**config.mk**
```make
export PLATFORM = sky130hd
export DESIGN_NAME = branch_predecode_flat
export DESIGN_NICKNAME = d
export VERILOG_FILES = /design/src/design/bpu_pkg.sv /design/src/design/fetch_slot_if.sv /design/src/design/branch_predecode.sv /design/src/flat_wrapper.sv
export SDC_FILE = /design/constraint.sdc
export NUM_CORES = 1
export LEC_CHECK = 0
export BUFFER_PORTS_ARGS = -buffer_cell sky130_fd_sc_hd__buf_2
export CORE_AREA = 2 2 64 66
export DETAILED_ROUTE_END_ITERATION = 8
export DIE_AREA = 0 0 66 68
export PLACE_DENSITY = 0.84
export SYNTH_ARGS = -nofsm -noshare
export SYNTH_HDL_FRONTEND = slang
export SYNTH_SLANG_ARGS = --single-unit
```
**constraint.sdc**
```tcl
create_clock -name vclk -period 3.15
set_input_delay 0.315 -clock vclk [all_inputs]
set_output_delay 0.315 -clock vclk [all_outputs]
set_load 0.02 [all_outputs]
```
**src/design/bpu_pkg.sv**
```systemverilog
package bpu_pkg;

    ////////////////////////////////////////////////////////////
    // basic widths

    typedef logic [31:0] bus32_t;

    localparam int N_SLOTS = 2;

    // index sits right above the word offset
    localparam int INDEX_BITS = 6;
    localparam int N_ENTRIES  = 1 << INDEX_BITS;
    localparam int INDEX_LSB  = 2;
    localparam int TAG_BITS   = 24;
    localparam int TAG_LSB    = INDEX_LSB + INDEX_BITS;

    typedef logic [INDEX_BITS-1:0] index_t;
    typedef logic [TAG_BITS-1:0]   tag_t;

    ////////////////////////////////////////////////////////////
    // direction counters and target entries

    // top bit set means predict taken
    typedef logic [1:0] counter_t;

    localparam counter_t CNT_RESET = 2'b01;
    localparam counter_t CNT_MAX   = 2'b11;
    localparam counter_t CNT_MIN   = 2'b00;

    typedef struct packed {
        logic   valid;
        tag_t   tag;
        bus32_t target;
    } btb_entry_t;

    // inclusive opcode range of the branch group
    localparam logic [5:0] BR_OP_LO = 6'b010010;
    localparam logic [5:0] BR_OP_HI = 6'b011011;

    // update handshake states
    typedef enum logic [1:0] {
        UPD_IDLE,
        UPD_WRITE,
        UPD_HOLD
    } upd_state_t;

    function automatic index_t pc_index(input bus32_t pc);
        return pc[INDEX_LSB +: INDEX_BITS];
    endfunction

    function automatic tag_t pc_tag(input bus32_t pc);
        return pc[TAG_LSB +: TAG_BITS];
    endfunction

endpackage

```
**src/design/fetch_slot_if.sv**
```systemverilog
`timescale 1ns/100ps

interface fetch_slot_if;
    import bpu_pkg::*;

    // one entry per instruction of the fetch group
    bus32_t [N_SLOTS-1:0] slot_pc;
    logic   [N_SLOTS-1:0] is_branch;
    logic   [N_SLOTS-1:0] slot_en;

    modport producer (output slot_pc, is_branch, slot_en);

    modport consumer (input slot_pc, is_branch, slot_en);

endinterface

```
**src/design/branch_predecode.sv**
```systemverilog
`timescale 1ns/100ps

module branch_predecode (
    input  bpu_pkg::bus32_t                         fetch_pc,
    input  bpu_pkg::bus32_t [bpu_pkg::N_SLOTS-1:0]  inst,
    input  logic            [bpu_pkg::N_SLOTS-1:0]  inst_en,
    input  logic                                    stall,
    fetch_slot_if.producer                          slots
);
    import bpu_pkg::*;

    bus32_t [N_SLOTS-1:0] inst_m;
    logic   [5:0]         opcode [N_SLOTS];

    ////////////////////////////////////////////////////////////
    // stall masking

    // a stalled group looks like all-zero words, never a branch
    always_comb begin
        for (int i = 0; i < N_SLOTS; i++) begin
            inst_m[i] = stall ? '0 : inst[i];
            opcode[i] = inst_m[i][31:26];
        end
    end

    ////////////////////////////////////////////////////////////
    // slot addresses and branch classification

    always_comb begin
        for (int i = 0; i < N_SLOTS; i++) begin
            // consecutive words in the group
            slots.slot_pc[i]   = fetch_pc + bus32_t'(4 * i);
            slots.is_branch[i] = (opcode[i] >= BR_OP_LO) && (opcode[i] <= BR_OP_HI);
            slots.slot_en[i]   = inst_en[i] && !stall;
        end
    end

endmodule

```
**src/flat_wrapper.sv**
```systemverilog
// flat-port wrapper written by rule: the top's interface ports become plain ports
module branch_predecode_flat import bpu_pkg::*;
  (fetch_pc, inst, inst_en, stall, slots_slot_pc, slots_is_branch, slots_slot_en);
  fetch_slot_if slots_i ();
  input  bpu_pkg::bus32_t fetch_pc;
  input  bpu_pkg::bus32_t [bpu_pkg::N_SLOTS-1:0] inst;
  input  logic            [bpu_pkg::N_SLOTS-1:0] inst_en;
  input  logic stall;
  output wire logic [$bits(slots_i.slot_pc)-1:0] slots_slot_pc;
  output wire logic [$bits(slots_i.is_branch)-1:0] slots_is_branch;
  output wire logic [$bits(slots_i.slot_en)-1:0] slots_slot_en;
  assign slots_slot_pc = slots_i.slot_pc;
  assign slots_is_branch = slots_i.is_branch;
  assign slots_slot_en = slots_i.slot_en;
  branch_predecode u_core (.fetch_pc(fetch_pc), .inst(inst), .inst_en(inst_en), .stall(stall), .slots(slots_i));
endmodule
```
==> results.cfg <==
[power_and_ir_drop]
switching_power_w = 0.0001169
clkPwrFrac_pct = 0
p_seq_share_pct = 0
sw_frac_of_total_pct = 63.57
vdd.ir_drop.worst_uv = 37.71
total_leakage_power_nw = 0.6505
internal_power_w = 0.00006699
power-per-cell-area_mw_per_mm2 = 149.2
comb_power_share_pct = 100.0

[run_status]
outcome = finished clean

[yosys]
syn_area_um2 = 890.9
synth.yosys.warnings = 0
post_synth_num_cell_types = 23
synthSimpleGateAreaFrac_pct = 38.48
syn-instance-count = 131
post_synth_fa_ha_maj_area_fraction_pct = 1.404
post_synth_xor_area_fraction_pct = 27.53
yosys-mux-area-fraction_pct = 0
postSynthNetCount = 231
avgSynthCellArea_um2 = 6.800
combinational_family_with_the_most_area_after_synthesis = simple AND/OR/NAND/NOR gates
synth.yosys.seq_area_share_pct = 0
compound_gate_fraction_of_synth_area_pct = 1.685

[floorplanning]
std_cell_rows = 23
placeableCoreArea_mm2 = 0.003856
fp.dieH_um = 68
boundaryPins = 167
fp.dieArea_mm2 = 0.004488
die-width_um = 66
start_util_pct = 23.10

[flow_run]
timing.max_cap.violations = 0

[timing]
totalNegativeSetupSlack_ns = 0
worst_setup_slack_final_ns = 0.8383
grt_setup_unrepaired = no
setup-violations-final = 0
fmax_mhz = 432.6
tightestPinTransition_ns = 0.2987
final_hold_violation_count = 0
slew_viol_final = 0
layout_worst_path_cycle_share_pct = 73.39
finalWorstPathRequiredPeriod_ns = 2.312
slew_headroom_pct = 79.90

[cells_and_area]
final_area_mm2 = 0.001232
final_layout_size_suffix_gt1_share_pct = 55.17
n_fill_cell = 431
antenna_cells_inserted = 0
final.clkbuf_count = 0
finalNetCount = 305
sequential_cell_total = 0
utilization_pct = 31.96
flow.area_growth_from_synthesis_pct = 38.34
ff_latch_area_um2 = 0

[clocking]
post_cts.repair.setup_buffers = 0
number_of_gates_resized_after_cts = 0
hold_buffers = 0

[route]
dr.pass1.iters = 4
viasPerCell = 4.375
uppermost_layer_routed = met4
route.detailed.drc = 0
drtIter0Drc = 9
via_count = 1107
routed-wl-met3_um = 396
routed-wl-met2_um = 1295
routed_wl_um = 2941
ant_nets = 0
drt-wirelength-per-cell_um = 11.62
routedLengthMet1_um = 1246

[critical_path]
critical_path.slowest_cell = sky130_fd_sc_hd__or4_1
critical_path_peak_fanout = 7
worst_path_most_repeated_cell = sky130_fd_sc_hd__buf_2
crit_path_max_incr_delay_ns = 0.71
critical_path_cell_by_cell = buf_2 -> nand4_2 -> or4_1 -> nor4_2 -> xor2_1 -> buf_2
required_ns = 2.83
timing.setup.critical_path_class = input pin to output pin
critPathLaunchType = input pin
timing.critical_path.arrival_ns = 2.00
category_of_the_worst_setup_path_capture_point = output pin

[placement]
globalplace.congestion = 0.7986
numPortBuffers = 107
placement.cell_area_mm2 = 0.001232
placement.setup.worst_slack_ns = 0.8206
dp.final_hpwl_um = 2579

[global_routing]
grtUsageTotal_pct = 11.50
grt_pass1_vias = 918
grt_max_degree = 9
grt_first_pass_wirelength_um = 4071
grt_antenna_before_repair = 0
grt_overflow = 0

[min_path]
holdCritPathClass = input pin to output pin
kinds of logic after synthesis:
family          Yosys count
compound gates            2
xor+xnor                 28
fa+ha+maj                 1
buf+inv                  39
simple gates             61
cell type report:
cell class	count	area, um2	share of cell area, %
Multi-Input combinational cell	92	615.6	49.95
Tap cell	50	62.56	5.076
Timing Repair Buffer	108	543.0	44.06
Inverter	3	11.26	0.9137
synthesized netlist by cell type:
library cell	n	area (um2)
sky130_fd_sc_hd__and4_2	1	10.01
sky130_fd_sc_hd__nand4_2	1	12.51
sky130_fd_sc_hd__clkbuf_1	1	3.750
sky130_fd_sc_hd__nand3_1	13	65.06
sky130_fd_sc_hd__clkbuf_2	1	5.000
sky130_fd_sc_hd__nor2b_1	2	12.51
sky130_fd_sc_hd__inv_1	3	11.26
sky130_fd_sc_hd__and3_1	5	31.28
sky130_fd_sc_hd__nor3_1	2	10.01
sky130_fd_sc_hd__ha_1	1	12.51
sky130_fd_sc_hd__xor2_1	12	105.1
sky130_fd_sc_hd__and2_1	3	18.77
sky130_fd_sc_hd__nand2_1	8	30.03
sky130_fd_sc_hd__or4_1	1	7.510
sky130_fd_sc_hd__nand4_1	8	50.05
sky130_fd_sc_hd__nand3b_1	1	7.510
sky130_fd_sc_hd__xnor2_1	16	140.1
sky130_fd_sc_hd__nor4_2	2	25.02
sky130_fd_sc_hd__nor4_1	2	12.51
sky130_fd_sc_hd__nor2_1	11	41.29
sky130_fd_sc_hd__a211oi_1	2	15.01
sky130_fd_sc_hd__and4_1	1	8.760
sky130_fd_sc_hd__buf_4	34	255.2
critical path: cells and delay by family:
kind          cells  cell delay, ns
simple gates      3            1.18
buf+inv           2            0.33
xor+xnor          1            0.16
layer usage:
layer | global-route usage, % | vias up
met5 | 0 | -
met4 | 0.2551 | 0
met3 | 2.467 | 2
met2 | 22.47 | 79
met1 | 13.57 | 465
li1 | - | 561
through the flow:
stage	power (W)	hold slack [ns]	instances
after global placement	0.0001835	0.6302	253
after floorplan	0.0001286	0.7066	131
after detailed placement	0.0001850	0.6302	253
after CTS	0.0001857	0.6302	253
after global routing	0.0002005	0.6301	253
final	0.0001839	0.6300	253
path summary, 6_finish.rpt:
check                 slack (ns)  cells past startpoint        start           endpoint
worst min-delay path        0.63                      0  fetch_pc[1]   slots_slot_pc[1]
worst max-delay path        0.84                      6  fetch_pc[4]  slots_slot_pc[63]
power groups by stage:
stage / registers [W] / clock network, W / logic [W]
floorplan: 0 / 0 / 0.000129
finish: 0 / 0 / 0.000184
global placement: 0 / 0 / 0.000183
global route: 0 / 0 / 0.000200
CTS: 0 / 0 / 0.000186
detailed placement: 0 / 0 / 0.000185
cells in the final DEF (no fill, tap or decap):
cell	Yosys	routed
sky130_fd_sc_hd__xor2_1	12	12
sky130_fd_sc_hd__ha_1	1	1
sky130_fd_sc_hd__nand3_1	13	13
sky130_fd_sc_hd__nand2_1	8	8
sky130_fd_sc_hd__and2_1	3	3
sky130_fd_sc_hd__and4_2	1	1
sky130_fd_sc_hd__and3_1	5	5
sky130_fd_sc_hd__and4_1	1	1
sky130_fd_sc_hd__nand4_2	1	1
sky130_fd_sc_hd__inv_1	3	3
sky130_fd_sc_hd__nor2b_1	2	2
sky130_fd_sc_hd__buf_2	0	107
sky130_fd_sc_hd__buf_4	34	1
sky130_fd_sc_hd__nor4_1	2	2
sky130_fd_sc_hd__a211oi_1	2	2
sky130_fd_sc_hd__nor3_1	2	2
sky130_fd_sc_hd__nor4_2	2	2
sky130_fd_sc_hd__nor2_1	11	11
sky130_fd_sc_hd__or4_1	1	1
sky130_fd_sc_hd__nand4_1	8	8
sky130_fd_sc_hd__xnor2_1	16	16
sky130_fd_sc_hd__nand3b_1	1	1
No activity file was read; power rests on OpenSTA's default activity.
