**src/design/bpu_pkg.sv**
```systemverilog
package bpu_pkg;

    ////////////////////////////////////////////////////////////
    // basic widths

    typedef logic [31:0] bus32_t;

    localparam int N_SLOTS = 2;

    // index sits right above the word offset
    localparam int INDEX_BITS = 6;
    localparam int N_ENTRIES  = 1 << INDEX_BITS;
    localparam int INDEX_LSB  = 2;
    localparam int TAG_BITS   = 24;
    localparam int TAG_LSB    = INDEX_LSB + INDEX_BITS;

    typedef logic [INDEX_BITS-1:0] index_t;
    typedef logic [TAG_BITS-1:0]   tag_t;

    ////////////////////////////////////////////////////////////
    // direction counters and target entries

    // top bit set means predict taken
    typedef logic [1:0] counter_t;

    localparam counter_t CNT_RESET = 2'b01;
    localparam counter_t CNT_MAX   = 2'b11;
    localparam counter_t CNT_MIN   = 2'b00;

    typedef struct packed {
        logic   valid;
        tag_t   tag;
        bus32_t target;
    } btb_entry_t;

    // inclusive opcode range of the branch group
    localparam logic [5:0] BR_OP_LO = 6'b010010;
    localparam logic [5:0] BR_OP_HI = 6'b011011;

    // update handshake states
    typedef enum logic [1:0] {
        UPD_IDLE,
        UPD_WRITE,
        UPD_HOLD
    } upd_state_t;

    function automatic index_t pc_index(input bus32_t pc);
        return pc[INDEX_LSB +: INDEX_BITS];
    endfunction

    function automatic tag_t pc_tag(input bus32_t pc);
        return pc[TAG_LSB +: TAG_BITS];
    endfunction

endpackage

```
**src/design/fetch_slot_if.sv**
```systemverilog
`timescale 1ns/100ps

interface fetch_slot_if;
    import bpu_pkg::*;

    // one entry per instruction of the fetch group
    bus32_t [N_SLOTS-1:0] slot_pc;
    logic   [N_SLOTS-1:0] is_branch;
    logic   [N_SLOTS-1:0] slot_en;

    modport producer (output slot_pc, is_branch, slot_en);

    modport consumer (input slot_pc, is_branch, slot_en);

endinterface

```
**src/design/pred_select.sv**
```systemverilog
`timescale 1ns/100ps

module pred_select (
    fetch_slot_if.consumer                          slots,
    input  bpu_pkg::counter_t   [bpu_pkg::N_SLOTS-1:0] cnt,
    input  bpu_pkg::btb_entry_t [bpu_pkg::N_SLOTS-1:0] btb,
    input  logic                [bpu_pkg::N_SLOTS-1:0] btb_hit,
    output logic                [bpu_pkg::N_SLOTS-1:0] pred_taken,
    output bpu_pkg::bus32_t                            pred_target,
    output logic                                       taken_sure,
    output logic                [bpu_pkg::N_SLOTS-1:0] fetch_inst_en
);
    import bpu_pkg::*;

    logic [N_SLOTS-1:0] slot_taken;

    // direction per slot, then the full redirect condition
    always_comb begin
        for (int i = 0; i < N_SLOTS; i++) begin
            pred_taken[i] = slots.is_branch[i] && cnt[i][1];
            slot_taken[i] = pred_taken[i] && slots.slot_en[i]
                            && btb[i].valid && btb_hit[i];
        end
    end

    ////////////////////////////////////////////////////////////
    // first taken slot wins

    always_comb begin
        fetch_inst_en[0] = 1'b1;
        fetch_inst_en[1] = 1'b1;
        pred_target      = '0;
        taken_sure       = 1'b0;
        if (slot_taken[0]) begin
            // second word lies past the redirect
            fetch_inst_en[1] = 1'b0;
            pred_target      = btb[0].target;
            taken_sure       = 1'b1;
        end else if (slot_taken[1]) begin
            pred_target      = btb[1].target;
            taken_sure       = 1'b1;
        end
    end

endmodule

```
**src/flat_wrapper.sv**
```systemverilog
// flat-port wrapper written by rule: the top's interface ports become plain ports
module pred_select_flat import bpu_pkg::*;
  (cnt, btb, btb_hit, pred_taken, pred_target, taken_sure, fetch_inst_en, slots_slot_pc, slots_is_branch, slots_slot_en);
  fetch_slot_if slots_i ();
  input  bpu_pkg::counter_t   [bpu_pkg::N_SLOTS-1:0] cnt;
  input  bpu_pkg::btb_entry_t [bpu_pkg::N_SLOTS-1:0] btb;
  input  logic                [bpu_pkg::N_SLOTS-1:0] btb_hit;
  output logic                [bpu_pkg::N_SLOTS-1:0] pred_taken;
  output bpu_pkg::bus32_t pred_target;
  output logic taken_sure;
  output logic                [bpu_pkg::N_SLOTS-1:0] fetch_inst_en;
  input wire logic [$bits(slots_i.slot_pc)-1:0] slots_slot_pc;
  input wire logic [$bits(slots_i.is_branch)-1:0] slots_is_branch;
  input wire logic [$bits(slots_i.slot_en)-1:0] slots_slot_en;
  assign slots_i.slot_pc = slots_slot_pc;
  assign slots_i.is_branch = slots_is_branch;
  assign slots_i.slot_en = slots_slot_en;
  pred_select u_core (.slots(slots_i), .cnt(cnt), .btb(btb), .btb_hit(btb_hit), .pred_taken(pred_taken), .pred_target(pred_target), .taken_sure(taken_sure), .fetch_inst_en(fetch_inst_en));
endmodule
```
**config.mk**
```make
export PLATFORM = sky130hd
export DESIGN_NAME = pred_select_flat
export DESIGN_NICKNAME = d
export VERILOG_FILES = /design/src/design/bpu_pkg.sv /design/src/design/fetch_slot_if.sv /design/src/design/pred_select.sv /design/src/flat_wrapper.sv
export SDC_FILE = /design/constraint.sdc
export NUM_CORES = 1
export LEC_CHECK = 0
export BUFFER_PORTS_ARGS = -buffer_cell sky130_fd_sc_hd__buf_2
export CAP_MARGIN = 10
export CORE_AREA = 2 2 86 88
export DETAILED_ROUTE_END_ITERATION = 12
export DIE_AREA = 0 0 88 90
export GPL_TIMING_DRIVEN = 0
export SETUP_SLACK_MARGIN = 0.05
export SLEW_MARGIN = 20
export SYNTH_ARGS = -nofsm -noshare
export SYNTH_HDL_FRONTEND = slang
export SYNTH_SLANG_ARGS = --single-unit
```
**constraint.sdc**
```tcl
create_clock -name vclk -period 1.1
set_input_delay 0.11 -clock vclk [all_inputs]
set_output_delay 0.11 -clock vclk [all_outputs]
set_load 0.03 [all_outputs]
```
==> summary.txt, run 1 <==
Synth Instances: 118
Crit path buf inv count: 4
# Max-Cap Violations: 0
Initial antenna violation count: 0
Logic pwr share: 100.0%
Row count: 31
CP arrival: 1.17 ns
Crit Path Max Fanout: 6
Layout overhead on the synthesized area: 121%
Die ar.: 7920 um2
Average wire per cell in the routed design: 11.5 um
Share of cells above drive strength 1: 72.3%
Sequential power share: 0%
Net Sw Power: 0.000228 W
Worst setup SP type: input pin
Initial core utilization: 12.6%
Synth cell types: 14
RD Place Congestion: 0.641
Final sequential cell count: 0
Global-route wire length before repair: 5360 um
Setup Crit Path Kind: input pin to output pin
Worst min path class: input pin to output pin
Routed vias/inst: 3.78
Slack of the critical path: -0.176 ns
Outcome: finished with violations
Failing checks: setup timing
Worst path slowest cell: mux2_2
DRT Wirelength: 3790 um
Mapped Avg Cell Area: 7.50 um2
HPWL after detailed placement: 2890 um
Hold path start: btb[22]
# nets final: 421
Final hold slack: 0.545 ns
Max Clock Freq: 784 MHz
Fin. max-slew vios: 0
Crit path cell chain: buf_6 -> and2_4 -> nand4_4 -> buf_12 -> buf_8 -> mux2_2 -> buf_6
RSZ-0062 raised after global routing: true
Endpoints failing setup: 32
Final Util: 27.8%
Largest net degree at the start of global routing: 11
Antenna fix cells: 0
Ports: 225
# DRC: 0
Routed Antenna Nets: 0
GRT Util Overall: 8.22%
Top cell by count, worst path: buf_6
Chip height: 90 um
Mapped cell area: 885 um2
Pleak: 1.05 nW
Worst vdd ir: 93.9 uV
Hold endpoint: pred_target[22]
Clock share of power: 0%
Pwr dens: 241 nW/um2
Register area share after synthesis: 0%
Largest delay contributor family on the critical path: buffers and inverters
Via count: 1249
Die width: 88 um
CP peak stage delay: 0.34 ns
Mapped Nets: 306
Hold depth: 3
DRC violation total after the first TritonRoute iteration: 31
Synth warn: 0
Sw Share: 48.3%
Floorplan Core Area: 7020 um2
Total gr overflow: 0
Internal Power: 0.000243 W
Register area: 0 um2
Final Critical Period: 1.28 ns
Number of global-route vias before repair: 1169
Port buffer count: 109
Final Hold Fails: 0
Data required, critical path: 0.99 ns
Final Cycle Share: 116%
CP endpoint kind: output pin
Pre-antenna DRT Iters: 3
Clk_buf instances: 0
==> per-layer routing <==
layer	vias to the layer above	routed length [um]	global-route usage [%]
met5	-	0	0
met3	0	301	0.643
met4	0	0	0
li1	631	-	-
met1	556	1490	9.59
met2	62	2000	16.7
==> placed cells by master, fill, tap and decap left out <==
cell type and n:
and2_4 1, buf_12 4, buf_2 74, buf_4 6
buf_6 35, buf_8 1, clkbuf_16 2, clkbuf_2 1
clkbuf_4 2, clkbuf_8 2, conb_1 1, inv_1 1
mux2_2 3, mux2_4 29, nand2_1 32, nand2_2 2
nand3_1 1, nand4_4 1, nor3_1 29, nor3_2 3
o21ai_2 1
==> power by group through the flow <==
stage          clock, W  combinational (W)  sequential (W)
2_1_floorplan         0           0.000210               0
3_3_place_gp          0           0.000394               0
3_5_place_dp          0           0.000399               0
4_1_cts               0           0.000439               0
5_1_grt               0           0.000511               0
6_report              0           0.000471               0
==> area by class of cell <==
cell class | count | area, um2
Fill cell | 760 | 5070
Timing Repair Buffer | 113 | 850
Multi-Input combinational cell | 103 | 825
Buffer | 14 | 153
Tap cell | 99 | 124
Inverter | 1 | 3.75
==> how the worst max path moves through the flow <==
stage,depth (start not counted),slack (ns),start,endpoint
final,7,-0.18,cnt[1],pred_target[1]
after global routing,7,-0.20,cnt[1],pred_target[3]
after CTS,6,-0.20,slots_is_branch[0],pred_target[10]
after detailed placement,6,-0.47,slots_is_branch[1],pred_target[12]
after global placement,6,-0.45,slots_is_branch[1],pred_target[13]
after floorplan,4,-0.02,slots_is_branch[0],pred_target[23]
==> cell families after synthesis <==
group,after synthesis,synth area share (%)
simple gates,69,36.5
mux,32,52.6
buf+inv,15,9.90
compound gates,1,0.565
other cells,1,0.424
==> through the flow <==
stage               TNS [ns]  worst slack [ns]  cells  power, W  instance area, um2
finish                 -5.20            -0.176    330  0.000471                1950
global route           -5.86            -0.196    330  0.000511                1950
CTS                    -5.29            -0.197    327  0.000439                1720
detailed placement    -13.65            -0.474    326  0.000399                1560
global placement      -12.71            -0.453    326  0.000394                1560
floorplan             -0.659           -0.0244    118  0.000210                 893
==> repair_timing <==
item | 4_1_cts | 5_1_grt
hold buffers | 0 | 0
cloned | 0 | 2
endpoints found under the setup margin | 34 | 33
pin swaps | 0 | 1
gates resized for setup | 50 | 69
endpoints found under the hold margin | 0 | 0
buffers inserted | 1 | 1
==> cell usage after synthesis, drive strengths merged <==
cell type / n / area share, %
nand2: 34 / 14
mux2: 32 / 53
nor3: 32 / 18
buf: 8 / 6.9
clkbuf: 6 / 2.5
and2: 1 / 0.99
conb: 1 / 0.42
inv: 1 / 0.42
nand3: 1 / 0.57
nand4: 1 / 2.4
o21ai: 1 / 0.57
Power figures use the tool's default switching activity.
==> inputs of run 2 (changes only) <==
--- a/config.mk
+++ b/config.mk
@@ -10,9 +10,7 @@
 export CORE_AREA = 2 2 86 88
 export DETAILED_ROUTE_END_ITERATION = 12
 export DIE_AREA = 0 0 88 90
-export GPL_TIMING_DRIVEN = 0
 export SETUP_SLACK_MARGIN = 0.05
-export SLEW_MARGIN = 20
 export SYNTH_ARGS = -nofsm -noshare
 export SYNTH_HDL_FRONTEND = slang
 export SYNTH_SLANG_ARGS = --single-unit
==> summary.txt, run 2 (same netlist as run 1, synthesis figures left out) <==
HPWL after detailed placement: 2690 um (-7.0%)
Setup Crit Path Kind: input pin to output pin
Final Hold Fails: 0 (unchanged)
# nets final: 412 (-2.1%)
Floorplan Core Area: 7020 um2 (unchanged)
Initial core utilization: 12.6% (unchanged)
GRT Util Overall: 7.36% (-0.87 points)
Pre-antenna DRT Iters: 4 (+1)
Final Cycle Share: 113% (-3.1 points)
Chip height: 90 um (unchanged)
Antenna fix cells: 0 (unchanged)
Data required, critical path: 0.99 ns (about the same)
Placed insts: 321 (-1.5%)
Worst min path class: input pin to output pin
Outcome: finished with violations
Largest net degree at the start of global routing: 35 (+24)
Slack of the critical path: -0.142 ns (+0.0338 ns)
Fill cells: 760 (unchanged)
Endpoints failing setup: 32 (unchanged)
Routed Antenna Nets: 0 (unchanged)
Average wire per cell in the routed design: 10.4 um (-9.8%)
Share of cells above drive strength 1: 68.5% (-3.8 points)
CP peak stage delay: 0.36 ns (+0.02 ns)
Cell Count, Final, Fillers Out: 321 (-2.7%)
# Max-Cap Violations: 0 (unchanged)
CP arrival: 1.13 ns (-0.04 ns)
Worst setup SP type: input pin
Routed vias/inst: 3.78 (about the same)
RSZ-0062 raised after global routing: true
RD Place Congestion: 0.671 (+4.6%)
Pwr dens: 248 nW/um2 (+2.6%)
Final hold slack: 0.544 ns (-0.000376 ns)
Max Clock Freq: 805 MHz (+2.7%)
# DRC: 0 (unchanged)
Worst vdd ir: 69.0 uV (-26%)
Crit Path Max Fanout: 18 (+12)
Pleak: 0.988 nW (-5.5%)
Cts hold-fix bufs: 0 (unchanged)
Port buffer count: 110 (+0.92%)
Ports: 225 (unchanged)
Via count: 1214 (-2.8%)
Final Critical Period: 1.24 ns (-0.0338 ns)
Layout overhead on the synthesized area: 108%
Clk_buf instances: 0 (unchanged)
Fin. max-slew vios: 0 (unchanged)
Hold depth: 3 (unchanged)
Most frequent cells in the layout: buf_2, nand2_1, buf_6, nor3_1, mux2_4
Crit path cell chain: buf_6 -> and2_4 -> nand4_4 -> buf_12 -> mux2_2 -> buf_6
DRC violation total after the first TritonRoute iteration: 23 (-26%)
Row count: 31 (unchanged)
Die ar.: 7920 um2 (unchanged)
Commonest non-fill, non-tap cell in the layout: buf_2
Initial antenna violation count: 0 (unchanged)
Hold path start: btb[27]
DRT Wirelength: 3330 um (-12%)
Launch point of the worst path: slots_is_branch[0]
Top cell by count, worst path: buf_6
Number of global-route vias before repair: 1093 (-6.5%)
Register area: 0 um2 (unchanged)
Post-Place Setup Slack: -0.179 ns (+0.295 ns)
Hold endpoint: pred_target[27]
Global-route wire length before repair: 4860 um (-9.4%)
Final sequential cell count: 0 (unchanged)
Die width: 88 um (unchanged)
Total gr overflow: 0 (unchanged)
Area of the multi-input gates: 805 um2 (-2.4%)
Failing checks: setup timing
CP endpoint kind: output pin
Worst path slowest cell: mux2_2
[run 2: cell types whose count changed in the layout (fill, tap and decap cells not counted), moves of 3 or more]
cell / before / now
buf_4: 6 / 2
buf_12: 4 / 7
nor3_1: 29 / 32
nor3_2: 3 / 0
[run 2: metrics by stage]
stage	instance area (um2)	utilization, %	total power (W)	setup TNS (ns)
2_1_floorplan	893	-	0.000210	-0.659
3_3_place_gp	1620	23.1	0.000422	-4.38
3_5_place_dp	1620	23.1	0.000426	-4.65
4_1_cts	1840	26.1	0.000463	-3.42
5_1_grt	1840	26.2	0.000494	-3.95
6_report	1840	26.2	0.000455	-3.11
[run 2: routing by layer]
metal / global-route usage, % / vias up / share of wire [%]
met5: 0 / - / 0
met4: 0 / 0 / 0
met3: 1.01 / 0 / 9.6
met2: 15.3 / 66 / 54
met1: 7.99 / 530 / 36
li1: - / 618 / -
[run 2: final cells by class]
class	count	area share, %
Inverter	1	0.204
Tap cell	99	6.73
Timing Repair Buffer	118	49.3
Multi-Input combinational cell	103	43.7
[run 2: timing repair]
item / CTS / global route
setup endpoints to repair: 33 / 32
resized for setup: 67 / 1
setup buffers: 0 / 0
[run 2: critical path, delay by kind of cell]
family / cells / cell delay, ns
buf+inv: 3 / 0.42
simple gates: 2 / 0.24
mux: 1 / 0.36
[run 2: how the worst max path moves through the flow]
stage	depth (start not counted)	slack, ns	end
after floorplan	4	-0.02	pred_target[23]
after detailed placement	6	-0.18	pred_target[31]
final	6	-0.14	pred_target[0]
after global placement	6	-0.17	pred_target[2]
after global routing	6	-0.16	pred_target[0]
after CTS	6	-0.15	pred_target[31]
[run 2: power breakdown]
| group | switching (W) | internal (W) | total, W |
|---|---|---|---|
| Combinational | 0.000215 | 0.000240 | 0.000455 |
| Clock | 0 | 0 | 0 |
| Sequential | 0 | 0 | 0 |
