[src/design/bpu_pkg.sv]
package bpu_pkg;

    ////////////////////////////////////////////////////////////
    // basic widths

    typedef logic [31:0] bus32_t;

    localparam int N_SLOTS = 2;

    // index sits right above the word offset
    localparam int INDEX_BITS = 6;
    localparam int N_ENTRIES  = 1 << INDEX_BITS;
    localparam int INDEX_LSB  = 2;
    localparam int TAG_BITS   = 24;
    localparam int TAG_LSB    = INDEX_LSB + INDEX_BITS;

    typedef logic [INDEX_BITS-1:0] index_t;
    typedef logic [TAG_BITS-1:0]   tag_t;

    ////////////////////////////////////////////////////////////
    // direction counters and target entries

    // top bit set means predict taken
    typedef logic [1:0] counter_t;

    localparam counter_t CNT_RESET = 2'b01;
    localparam counter_t CNT_MAX   = 2'b11;
    localparam counter_t CNT_MIN   = 2'b00;

    typedef struct packed {
        logic   valid;
        tag_t   tag;
        bus32_t target;
    } btb_entry_t;

    // inclusive opcode range of the branch group
    localparam logic [5:0] BR_OP_LO = 6'b010010;
    localparam logic [5:0] BR_OP_HI = 6'b011011;

    // update handshake states
    typedef enum logic [1:0] {
        UPD_IDLE,
        UPD_WRITE,
        UPD_HOLD
    } upd_state_t;

    function automatic index_t pc_index(input bus32_t pc);
        return pc[INDEX_LSB +: INDEX_BITS];
    endfunction

    function automatic tag_t pc_tag(input bus32_t pc);
        return pc[TAG_LSB +: TAG_BITS];
    endfunction

endpackage

[src/design/branch_update_if.sv]
`timescale 1ns/100ps

interface branch_update_if;
    import bpu_pkg::*;

    logic       wr_en;
    bus32_t     wr_pc;
    counter_t   wr_cnt;
    btb_entry_t wr_btb;

    // read port used by the updater to fetch the old counter
    bus32_t     rd_pc;
    counter_t   rd_cnt;

    modport updater (output wr_en, wr_pc, wr_cnt, wr_btb, rd_pc, input rd_cnt);

    modport tbl (input wr_en, wr_pc, wr_cnt, wr_btb, rd_pc, output rd_cnt);

endinterface

[src/design/fetch_slot_if.sv]
`timescale 1ns/100ps

interface fetch_slot_if;
    import bpu_pkg::*;

    // one entry per instruction of the fetch group
    bus32_t [N_SLOTS-1:0] slot_pc;
    logic   [N_SLOTS-1:0] is_branch;
    logic   [N_SLOTS-1:0] slot_en;

    modport producer (output slot_pc, is_branch, slot_en);

    modport consumer (input slot_pc, is_branch, slot_en);

endinterface

[src/design/pred_table.sv]
`timescale 1ns/100ps

module pred_table #(
    parameter type    entry_t   = bpu_pkg::counter_t,
    parameter entry_t RESET_VAL = '0
) (
    input  logic                                clk,
    input  logic                                arst_n,
    fetch_slot_if.consumer                      slots,
    branch_update_if.tbl                        upd,
    output entry_t      [bpu_pkg::N_SLOTS-1:0]  rd_entry,
    output logic        [bpu_pkg::N_SLOTS-1:0]  rd_tag_hit
);
    import bpu_pkg::*;

    // payload shape picks which write field of the update bus applies
    localparam bit IS_BTB = ($bits(entry_t) == $bits(btb_entry_t));

    entry_t                   mem [N_ENTRIES];
    entry_t                   wr_data;
    btb_entry_t [N_SLOTS-1:0] slot_view;

    assign wr_data = IS_BTB ? entry_t'(upd.wr_btb) : entry_t'(upd.wr_cnt);

    ////////////////////////////////////////////////////////////
    // storage

    always_ff @(posedge clk or negedge arst_n) begin
        if (!arst_n) begin
            for (int i = 0; i < N_ENTRIES; i++) begin
                mem[i] <= RESET_VAL;
            end
        end else if (upd.wr_en) begin
            mem[pc_index(upd.wr_pc)] <= wr_data;
        end
    end

    ////////////////////////////////////////////////////////////
    // lookup ports

    always_comb begin
        for (int i = 0; i < N_SLOTS; i++) begin
            rd_entry[i]   = mem[pc_index(slots.slot_pc[i])];
            // tag compare only means something on the target table
            slot_view[i]  = btb_entry_t'(rd_entry[i]);
            rd_tag_hit[i] = (slot_view[i].tag == pc_tag(slots.slot_pc[i]));
        end
    end

    // old counter for the read-modify-write in the updater
    assign upd.rd_cnt = counter_t'(mem[pc_index(upd.rd_pc)]);

endmodule

[src/flat_wrapper.sv]
// flat-port wrapper written by rule: the top's interface ports become plain ports
module pred_table_flat import bpu_pkg::*;
#(
    parameter type    entry_t   = bpu_pkg::counter_t,
    parameter entry_t RESET_VAL = '0
)
  (clk, arst_n, rd_entry, rd_tag_hit, slots_slot_pc, slots_is_branch, slots_slot_en, upd_wr_en, upd_wr_pc, upd_wr_cnt, upd_wr_btb, upd_rd_pc, upd_rd_cnt);
  fetch_slot_if slots_i ();
  branch_update_if upd_i ();
  input  logic clk;
  input  logic arst_n;
  output entry_t      [bpu_pkg::N_SLOTS-1:0] rd_entry;
  output logic        [bpu_pkg::N_SLOTS-1:0] rd_tag_hit;
  input wire logic [$bits(slots_i.slot_pc)-1:0] slots_slot_pc;
  input wire logic [$bits(slots_i.is_branch)-1:0] slots_is_branch;
  input wire logic [$bits(slots_i.slot_en)-1:0] slots_slot_en;
  input wire logic [$bits(upd_i.wr_en)-1:0] upd_wr_en;
  input wire logic [$bits(upd_i.wr_pc)-1:0] upd_wr_pc;
  input wire logic [$bits(upd_i.wr_cnt)-1:0] upd_wr_cnt;
  input wire logic [$bits(upd_i.wr_btb)-1:0] upd_wr_btb;
  input wire logic [$bits(upd_i.rd_pc)-1:0] upd_rd_pc;
  output wire logic [$bits(upd_i.rd_cnt)-1:0] upd_rd_cnt;
  assign slots_i.slot_pc = slots_slot_pc;
  assign slots_i.is_branch = slots_is_branch;
  assign slots_i.slot_en = slots_slot_en;
  assign upd_i.wr_en = upd_wr_en;
  assign upd_i.wr_pc = upd_wr_pc;
  assign upd_i.wr_cnt = upd_wr_cnt;
  assign upd_i.wr_btb = upd_wr_btb;
  assign upd_i.rd_pc = upd_rd_pc;
  assign upd_rd_cnt = upd_i.rd_cnt;
  pred_table #(.entry_t(entry_t), .RESET_VAL(RESET_VAL)) u_core (.clk(clk), .arst_n(arst_n), .slots(slots_i), .upd(upd_i), .rd_entry(rd_entry), .rd_tag_hit(rd_tag_hit));
endmodule
[config.mk]
export PLATFORM = sky130hd
export DESIGN_NAME = pred_table_flat
export DESIGN_NICKNAME = d
export VERILOG_FILES = /design/src/design/bpu_pkg.sv /design/src/design/branch_update_if.sv /design/src/design/fetch_slot_if.sv /design/src/design/pred_table.sv /design/src/flat_wrapper.sv
export SDC_FILE = /design/constraint.sdc
export NUM_CORES = 1
export LEC_CHECK = 0
export BUFFER_PORTS_ARGS = -buffer_cell sky130_fd_sc_hd__buf_4
export CAP_MARGIN = 20
export CORE_UTILIZATION = 47
export CTS_CLUSTER_SIZE = 30
export DETAILED_ROUTE_END_ITERATION = 16
export GPL_TIMING_DRIVEN = 0
export PLACE_DENSITY = 0.73
export SETUP_SLACK_MARGIN = 0.5
export SLEW_MARGIN = 30
export SYNTH_ARGS = -nofsm -noshare
export SYNTH_HDL_FRONTEND = slang
export SYNTH_SLANG_ARGS = --single-unit
[constraint.sdc]
create_clock -name clk -period 1.7 [get_ports clk]
set_input_delay 0.17 -clock clk [delete_from_list [all_inputs] [get_ports clk]]
set_output_delay 0.17 -clock clk [all_outputs]
set_load 0.01 [all_outputs]
==> results.txt, run 1 <==
outcome -> complete, but fails checks
failing checks -> setup timing
skew final -> 0 ns
CTS clk-pin slew, worst paths -> 0.06 ns
Via Count -> 6904
Die W -> 137 um
Post-synth EDFFs -> 0
global-route wire length before repair -> 42.1 mm
Reg2Reg Setup Slack -> 0.76 ns
Overall Power -> 10.3 mW
number of CTS-inserted buffers -> 17
aggregate global routing overflow -> 0
f_max -> 404 MHz
post-route worst setup slack -> -0.775 ns
flops & latches, synth -> 128
final net count -> 956
initial antenna violation count -> 0
synthesized instance count -> 648
DIE HEIGHT -> 137 um
worst r2r src -> u_core.mem[34]
RSZ-0062 raised after global routing -> true
clock buffer depth -> 2
share of cells above drive strength 1 -> 58.8%
Worst slew margin -> 46.7%
critical path type -> flop to output port
largest net degree at the start of global routing -> 78
antenna-violating nets left -> 0
critical path fanouts, max -> 4
post-route setup TNS -> -3.84 ns
Design Area, Final -> 11000 um2
vias in the first global route -> 6950
syn_nets -> 842
biggest regs -> u_core.mem: 128 flops
Finish-stage setup viols -> 6
Worst setup EP type -> output port
DP Cell Count -> 949
htree depth -> 4
Worst-Skew Late Latency -> 0.43 ns
post-layout util -> 62.7%
Site Rows -> 48
CTS Root Cell -> clkbuf_16
Worst R2R End -> u_core.mem[34]
Final min period -> 2.47 ns
DRT Pass-1 Iters -> 5
Final period util -> 146%
Core Region -> 17500 um2
number of port buffers -> 75
Largest register FFs -> 128
DR DRC count -> 0
synth warn -> 0
Final Wtd Congestion -> 0.955
post-DP HPWL -> 20.4 mm
Synth cell types -> 44
CTS tree -> built
max-slew violations -> 0
DR WL/cell -> 28.4 um
Worst Path Required -> 1.53 ns
CP Launch Type -> flop
worst hold endpoint -> u_core.mem[56]
Peak VDD IR -> 701 uV
PwrDens -> 938 nW/um2
leak pwr -> 4.58 nW
Avg Inst Size Synth -> 13.1 um2
commonest non-fill, non-tap cells in the layout -> 128 x dfrtp_1, 112 x mux2_2, 89 x buf_4
DRT iter0 DRCs -> 762
HP Start -> upd_wr_pc[4]
Initial Utilization -> 48.7%
fin cells -> 1000
die area -> 18700 um2
most common cell after layout, fill and taps aside -> dfrtp_1
most flop-heavy register -> u_core.mem
arrival time worst endpoint -> 2.30 ns
dpl ws -> -0.596 ns
Final Hold Viols -> 0
Hold Slack -> 0.198 ns
maxcap violations -> 0
number of antenna diodes -> 0
Vias/cell -> 6.90
depth of the worst register-to-register path -> 2
CTS Sinks -> 128
IO Count -> 202
hold-critical path depth -> 4
post-synthesis sequential area ratio -> 37.6%
Worst-Margin Slew -> 0.799 ns
ys async rst share -> 100%
Hold Crit Class -> input pin to flop
wirelength, routed -> 28.4 mm
GRT Overall Usage -> 32.0%
ys flop type -> dfrtp_1
area grow syn2layout -> 28.8%
Netlist Area Pre-Place -> 8510 um2
Area after DPL -> 9820 um2
[layer usage]
metal  up-vias  wire (um)  track usage (%)
met5         -          0                0
met4         0        952             14.3
met3        68       3070             9.00
met2       447      13300             49.7
met1      3612      11100             42.0
li1       2777          -                -
[worst max-delay path, cell delays in order (launching register included)]
cell and delay, ns:
dfrtp_1 0.43, mux4_2 0.54, and2_1 0.19, a211oi_2 0.18, a211oi_1 0.07, a211o_1 0.33, buf_6 0.14
[repair_timing]
action	in CTS	in global routing
resized for setup	44	21
pin swaps	11	9
hold buffers	1	0
buffers inserted	8	10
endpoints found under the hold margin	51	0
setup endpoints to repair	73	70
[report_power, final]
group / leakage (nW) / switching, mW / internal [mW]
clock: 0.301 / 1.42 / 2.54
combinational: 2.58 / 1.05 / 1.37
sequential: 1.70 / 0.464 / 3.45
[layout make-up]
class / instances / area, um2
Clock buffer: 24 / 512
Clock inverter: 8 / 125
Tap cell: 225 / 282
Timing Repair Buffer: 95 / 817
Fill cell: 1302 / 6510
Buffer: 48 / 422
Inverter: 3 / 11.3
Multi-Input combinational cell: 469 / 5590
Sequential cell: 128 / 3200
[synthesized netlist by cell type, types with 3 or more instances]
master | instances | area (um2)
a21oi_1 | 10 | 50.1
a22oi_1 | 21 | 158
a31oi_1 | 3 | 18.8
and2_1 | 3 | 18.8
buf_1 | 4 | 15.0
buf_12 | 3 | 60.1
buf_2 | 12 | 60.1
buf_6 | 3 | 33.8
clkbuf_1 | 23 | 86.3
dfrtp_1 | 128 | 3200
inv_1 | 3 | 11.3
mux2_2 | 132 | 1490
mux2i_1 | 14 | 140
mux4_1 | 15 | 394
mux4_2 | 76 | 1710
nand2_1 | 44 | 165
nand2b_1 | 6 | 37.5
nand3_1 | 13 | 65.1
nand3b_1 | 3 | 22.5
nand4_1 | 3 | 18.8
nor2_1 | 49 | 184
nor2b_1 | 9 | 56.3
nor3_1 | 9 | 45.0
nor3b_1 | 3 | 22.5
nor4_1 | 12 | 75.1
o21ai_0 | 4 | 20.0
o21ai_1 | 4 | 20.0
o22ai_1 | 10 | 62.6
or2_2 | 3 | 18.8
or3b_2 | 3 | 26.3
[worst max path at each step]
stage	depth (start not counted)	endpoint	slack, ns	startpoint
floorplan	5	rd_entry[1]	-0.03	u_core.mem[121]
global placement	9	rd_entry[0]	-0.59	slots_slot_pc[3]
detailed placement	9	rd_entry[0]	-0.60	slots_slot_pc[3]
CTS	6	rd_entry[1]	-0.76	u_core.mem[115]
global route	6	rd_entry[1]	-0.83	u_core.mem[115]
finish	6	rd_entry[1]	-0.77	u_core.mem[35]
[cell families (layout without fill, tap and decap cells)]
group	count (synthesis)	in the layout	share of synthesized area, %
multiplexers	239	239	44.4
buffers and inverters	51	178	3.48
AO/OA/AOI/OAI	65	65	5.17
AND/OR/NAND/NOR	165	165	9.30
flip-flops	128	128	37.6
(Power assumes the default switching activity.)
==> run 2: changes to the inputs <==
--- a/config.mk
+++ b/config.mk
@@ -13,4 +13,5 @@
 export GPL_TIMING_DRIVEN = 0
 export PLACE_DENSITY = 0.73
+export RECOVER_POWER = 50
 export SETUP_SLACK_MARGIN = 0.5
 export SLEW_MARGIN = 30
==> constraint.sdc (replaced) <==
create_clock -name clk -period 1.7 [get_ports clk]
set_input_delay 0.255 -clock clk [delete_from_list [all_inputs] [get_ports clk]]
set_output_delay 0.255 -clock clk [all_outputs]
set_load 0.01 [all_outputs]
==> run 2 against run 1 <==
Largest power group unchanged. Sequential power about the same. Clock skew unchanged. The run still ends with setup timing left. Worst setup slack got worse by 0.045 ns. Utilization increased by 2.7 points. Critical endpoint unchanged.
==> results.txt, run 2 (same netlist as run 1, synthesis figures left out) <==
outcome -> complete, but fails checks
Hold Slack -> 0.276 ns
sequential cell area -> 3200 um2
Final Hold Viols -> 0
CTS Sinks -> 128
global-route wire length before repair -> 44.6 mm
most flop-heavy register -> u_core.mem
largest net degree at the start of global routing -> 73
die area -> 18700 um2
CTS Root Cell -> clkbuf_16
most common cell after layout, fill and taps aside -> dfrtp_1
number of CTS-inserted buffers -> 17
Hold Crit Class -> input pin to flop
hold-critical path depth -> 4
critical path type -> flop to output port
Finish-stage setup viols -> 6
Worst setup EP type -> output port
share of cells above drive strength 1 -> 61.4%
DR DRC count -> 0
Vias/cell -> 6.97
worst r2r src -> u_core.mem[115]
number of port buffers -> 75
leak pwr -> 4.79 nW
CP max stage delay -> 0.62 ns
Final min period -> 2.52 ns
Worst-Margin Slew -> 0.852 ns
clock buffer depth -> 2
Worst-Skew Late Latency -> 0.43 ns
antenna-violating nets left -> 0
critical path fanouts, max -> 2
DRT Pass-1 Iters -> 7
commonest non-fill, non-tap cells in the layout -> 128 x dfrtp_1, 87 x buf_4, 81 x mux4_2
Site Rows -> 48
IO Count -> 202
area grow syn2layout -> 34.4%
post-DP HPWL -> 20.9 mm
max-slew violations -> 0
CP cell instances -> mux4_4 -> a22oi_2 -> a211o_1 -> nand2_1 -> a211o_1 -> buf_6
CP startpoint -> u_core.mem[115]
PwrDens -> 938 nW/um2
skew final -> 0 ns
Worst R2R End -> u_core.mem[115]
Overall Power -> 10.7 mW
Fillers -> 1240
Peak VDD IR -> 993 uV
Via Count -> 7058
Crit-path slowest cell -> mux4_4
Final period util -> 148%
Crit path top cell by count -> a211o_1
DRT iter0 DRCs -> 711
Final Wtd Congestion -> 0.968
Reg2Reg Setup Slack -> 0.74 ns
Largest register FFs -> 128
Worst Path Required -> 1.44 ns
DR WL/cell -> 29.4 um
maxcap violations -> 0
final net count -> 968
HP Start -> upd_wr_pc[3]
CP Launch Type -> flop
initial antenna violation count -> 0
post-route worst setup slack -> -0.820 ns
vias in the first global route -> 7331
Core Region -> 17500 um2
RSZ-0062 raised after global routing -> true
Worst slew margin -> 43.2%
CTS clk-pin slew, worst paths -> 0.07 ns
Design Area, Final -> 11400 um2
failing checks -> setup timing
Die W -> 137 um
footprint of the multi-input gates -> 5910 um2
arrival time worst endpoint -> 2.26 ns
DIE HEIGHT -> 137 um
wirelength, routed -> 29.8 mm
biggest regs -> u_core.mem: 128 flops
htree depth -> 4
aggregate global routing overflow -> 0
CTS tree -> built
number of antenna diodes -> 0
f_max -> 397 MHz
Initial Utilization -> 48.7%
GRT Overall Usage -> 33.9%
post-layout util -> 65.5%
depth of the worst register-to-register path -> 2
Area after DPL -> 10200 um2
post-route setup TNS -> -4.42 ns
worst hold endpoint -> u_core.mem[54]
[run 2: critical path: cells and delay by family (launching register included)]
kind | cells | cell delay [ns]
multiplexers | 1 | 0.62
AO/OA/AOI/OAI | 3 | 0.59
flip-flops | 1 | 0.42
buffers and inverters | 1 | 0.14
AND/OR/NAND/NOR | 1 | 0.05
[run 2: layer usage]
metal	GRT usage, %	up-vias	wire length (um)
li1	-	2811	-
met1	43.3	3629	11100
met2	53.4	522	14100
met3	9.33	96	3190
met4	16.8	0	1370
met5	0	-	0
[run 2: worst max-delay path by stage]
stage                               end  slack (ns)  cells after the start
after floorplan           upd_rd_cnt[1]       -0.18                      8
after global placement    upd_rd_cnt[1]       -0.87                      8
after detailed placement  upd_rd_cnt[1]       -0.86                      8
after CTS                   rd_entry[1]       -0.82                      6
after global routing        rd_entry[1]       -0.86                      6
final                       rd_entry[1]       -0.82                      6
[run 2: layout make-up]
| cell class | count | area share, % |
|---|---|---|
| Clock inverter | 14 | 1.98 |
| Inverter | 3 | 0.0984 |
| Multi-Input combinational cell | 469 | 51.7 |
| Sequential cell | 128 | 28.0 |
| Clock buffer | 18 | 3.84 |
| Timing Repair Buffer | 107 | 7.91 |
| Tap cell | 225 | 2.46 |
| Buffer | 48 | 4.08 |
[run 2: timing repair]
| action | in CTS | in global routing |
|---|---|---|
| setup buffers | 26 | 4 |
| hold buffers | 1 | 0 |
| endpoints found under the hold margin | 56 | 0 |
| pin swaps | 32 | 15 |
| resized for setup | 60 | 23 |
| setup endpoints to repair | 94 | 51 |
[run 2: per-stage QoR]
step           setup WS [ns]  std cells
6_report              -0.820       1012
5_1_grt               -0.857       1012
4_1_cts               -0.816       1008
3_5_place_dp          -0.864        949
3_3_place_gp          -0.871        948
2_1_floorplan         -0.176        648
[run 2: report_power, final]
part | switching, mW | internal (mW)
Clock | 1.54 | 2.67
Combinational | 1.11 | 1.48
Sequential | 0.478 | 3.45
Total | 3.13 | 7.60
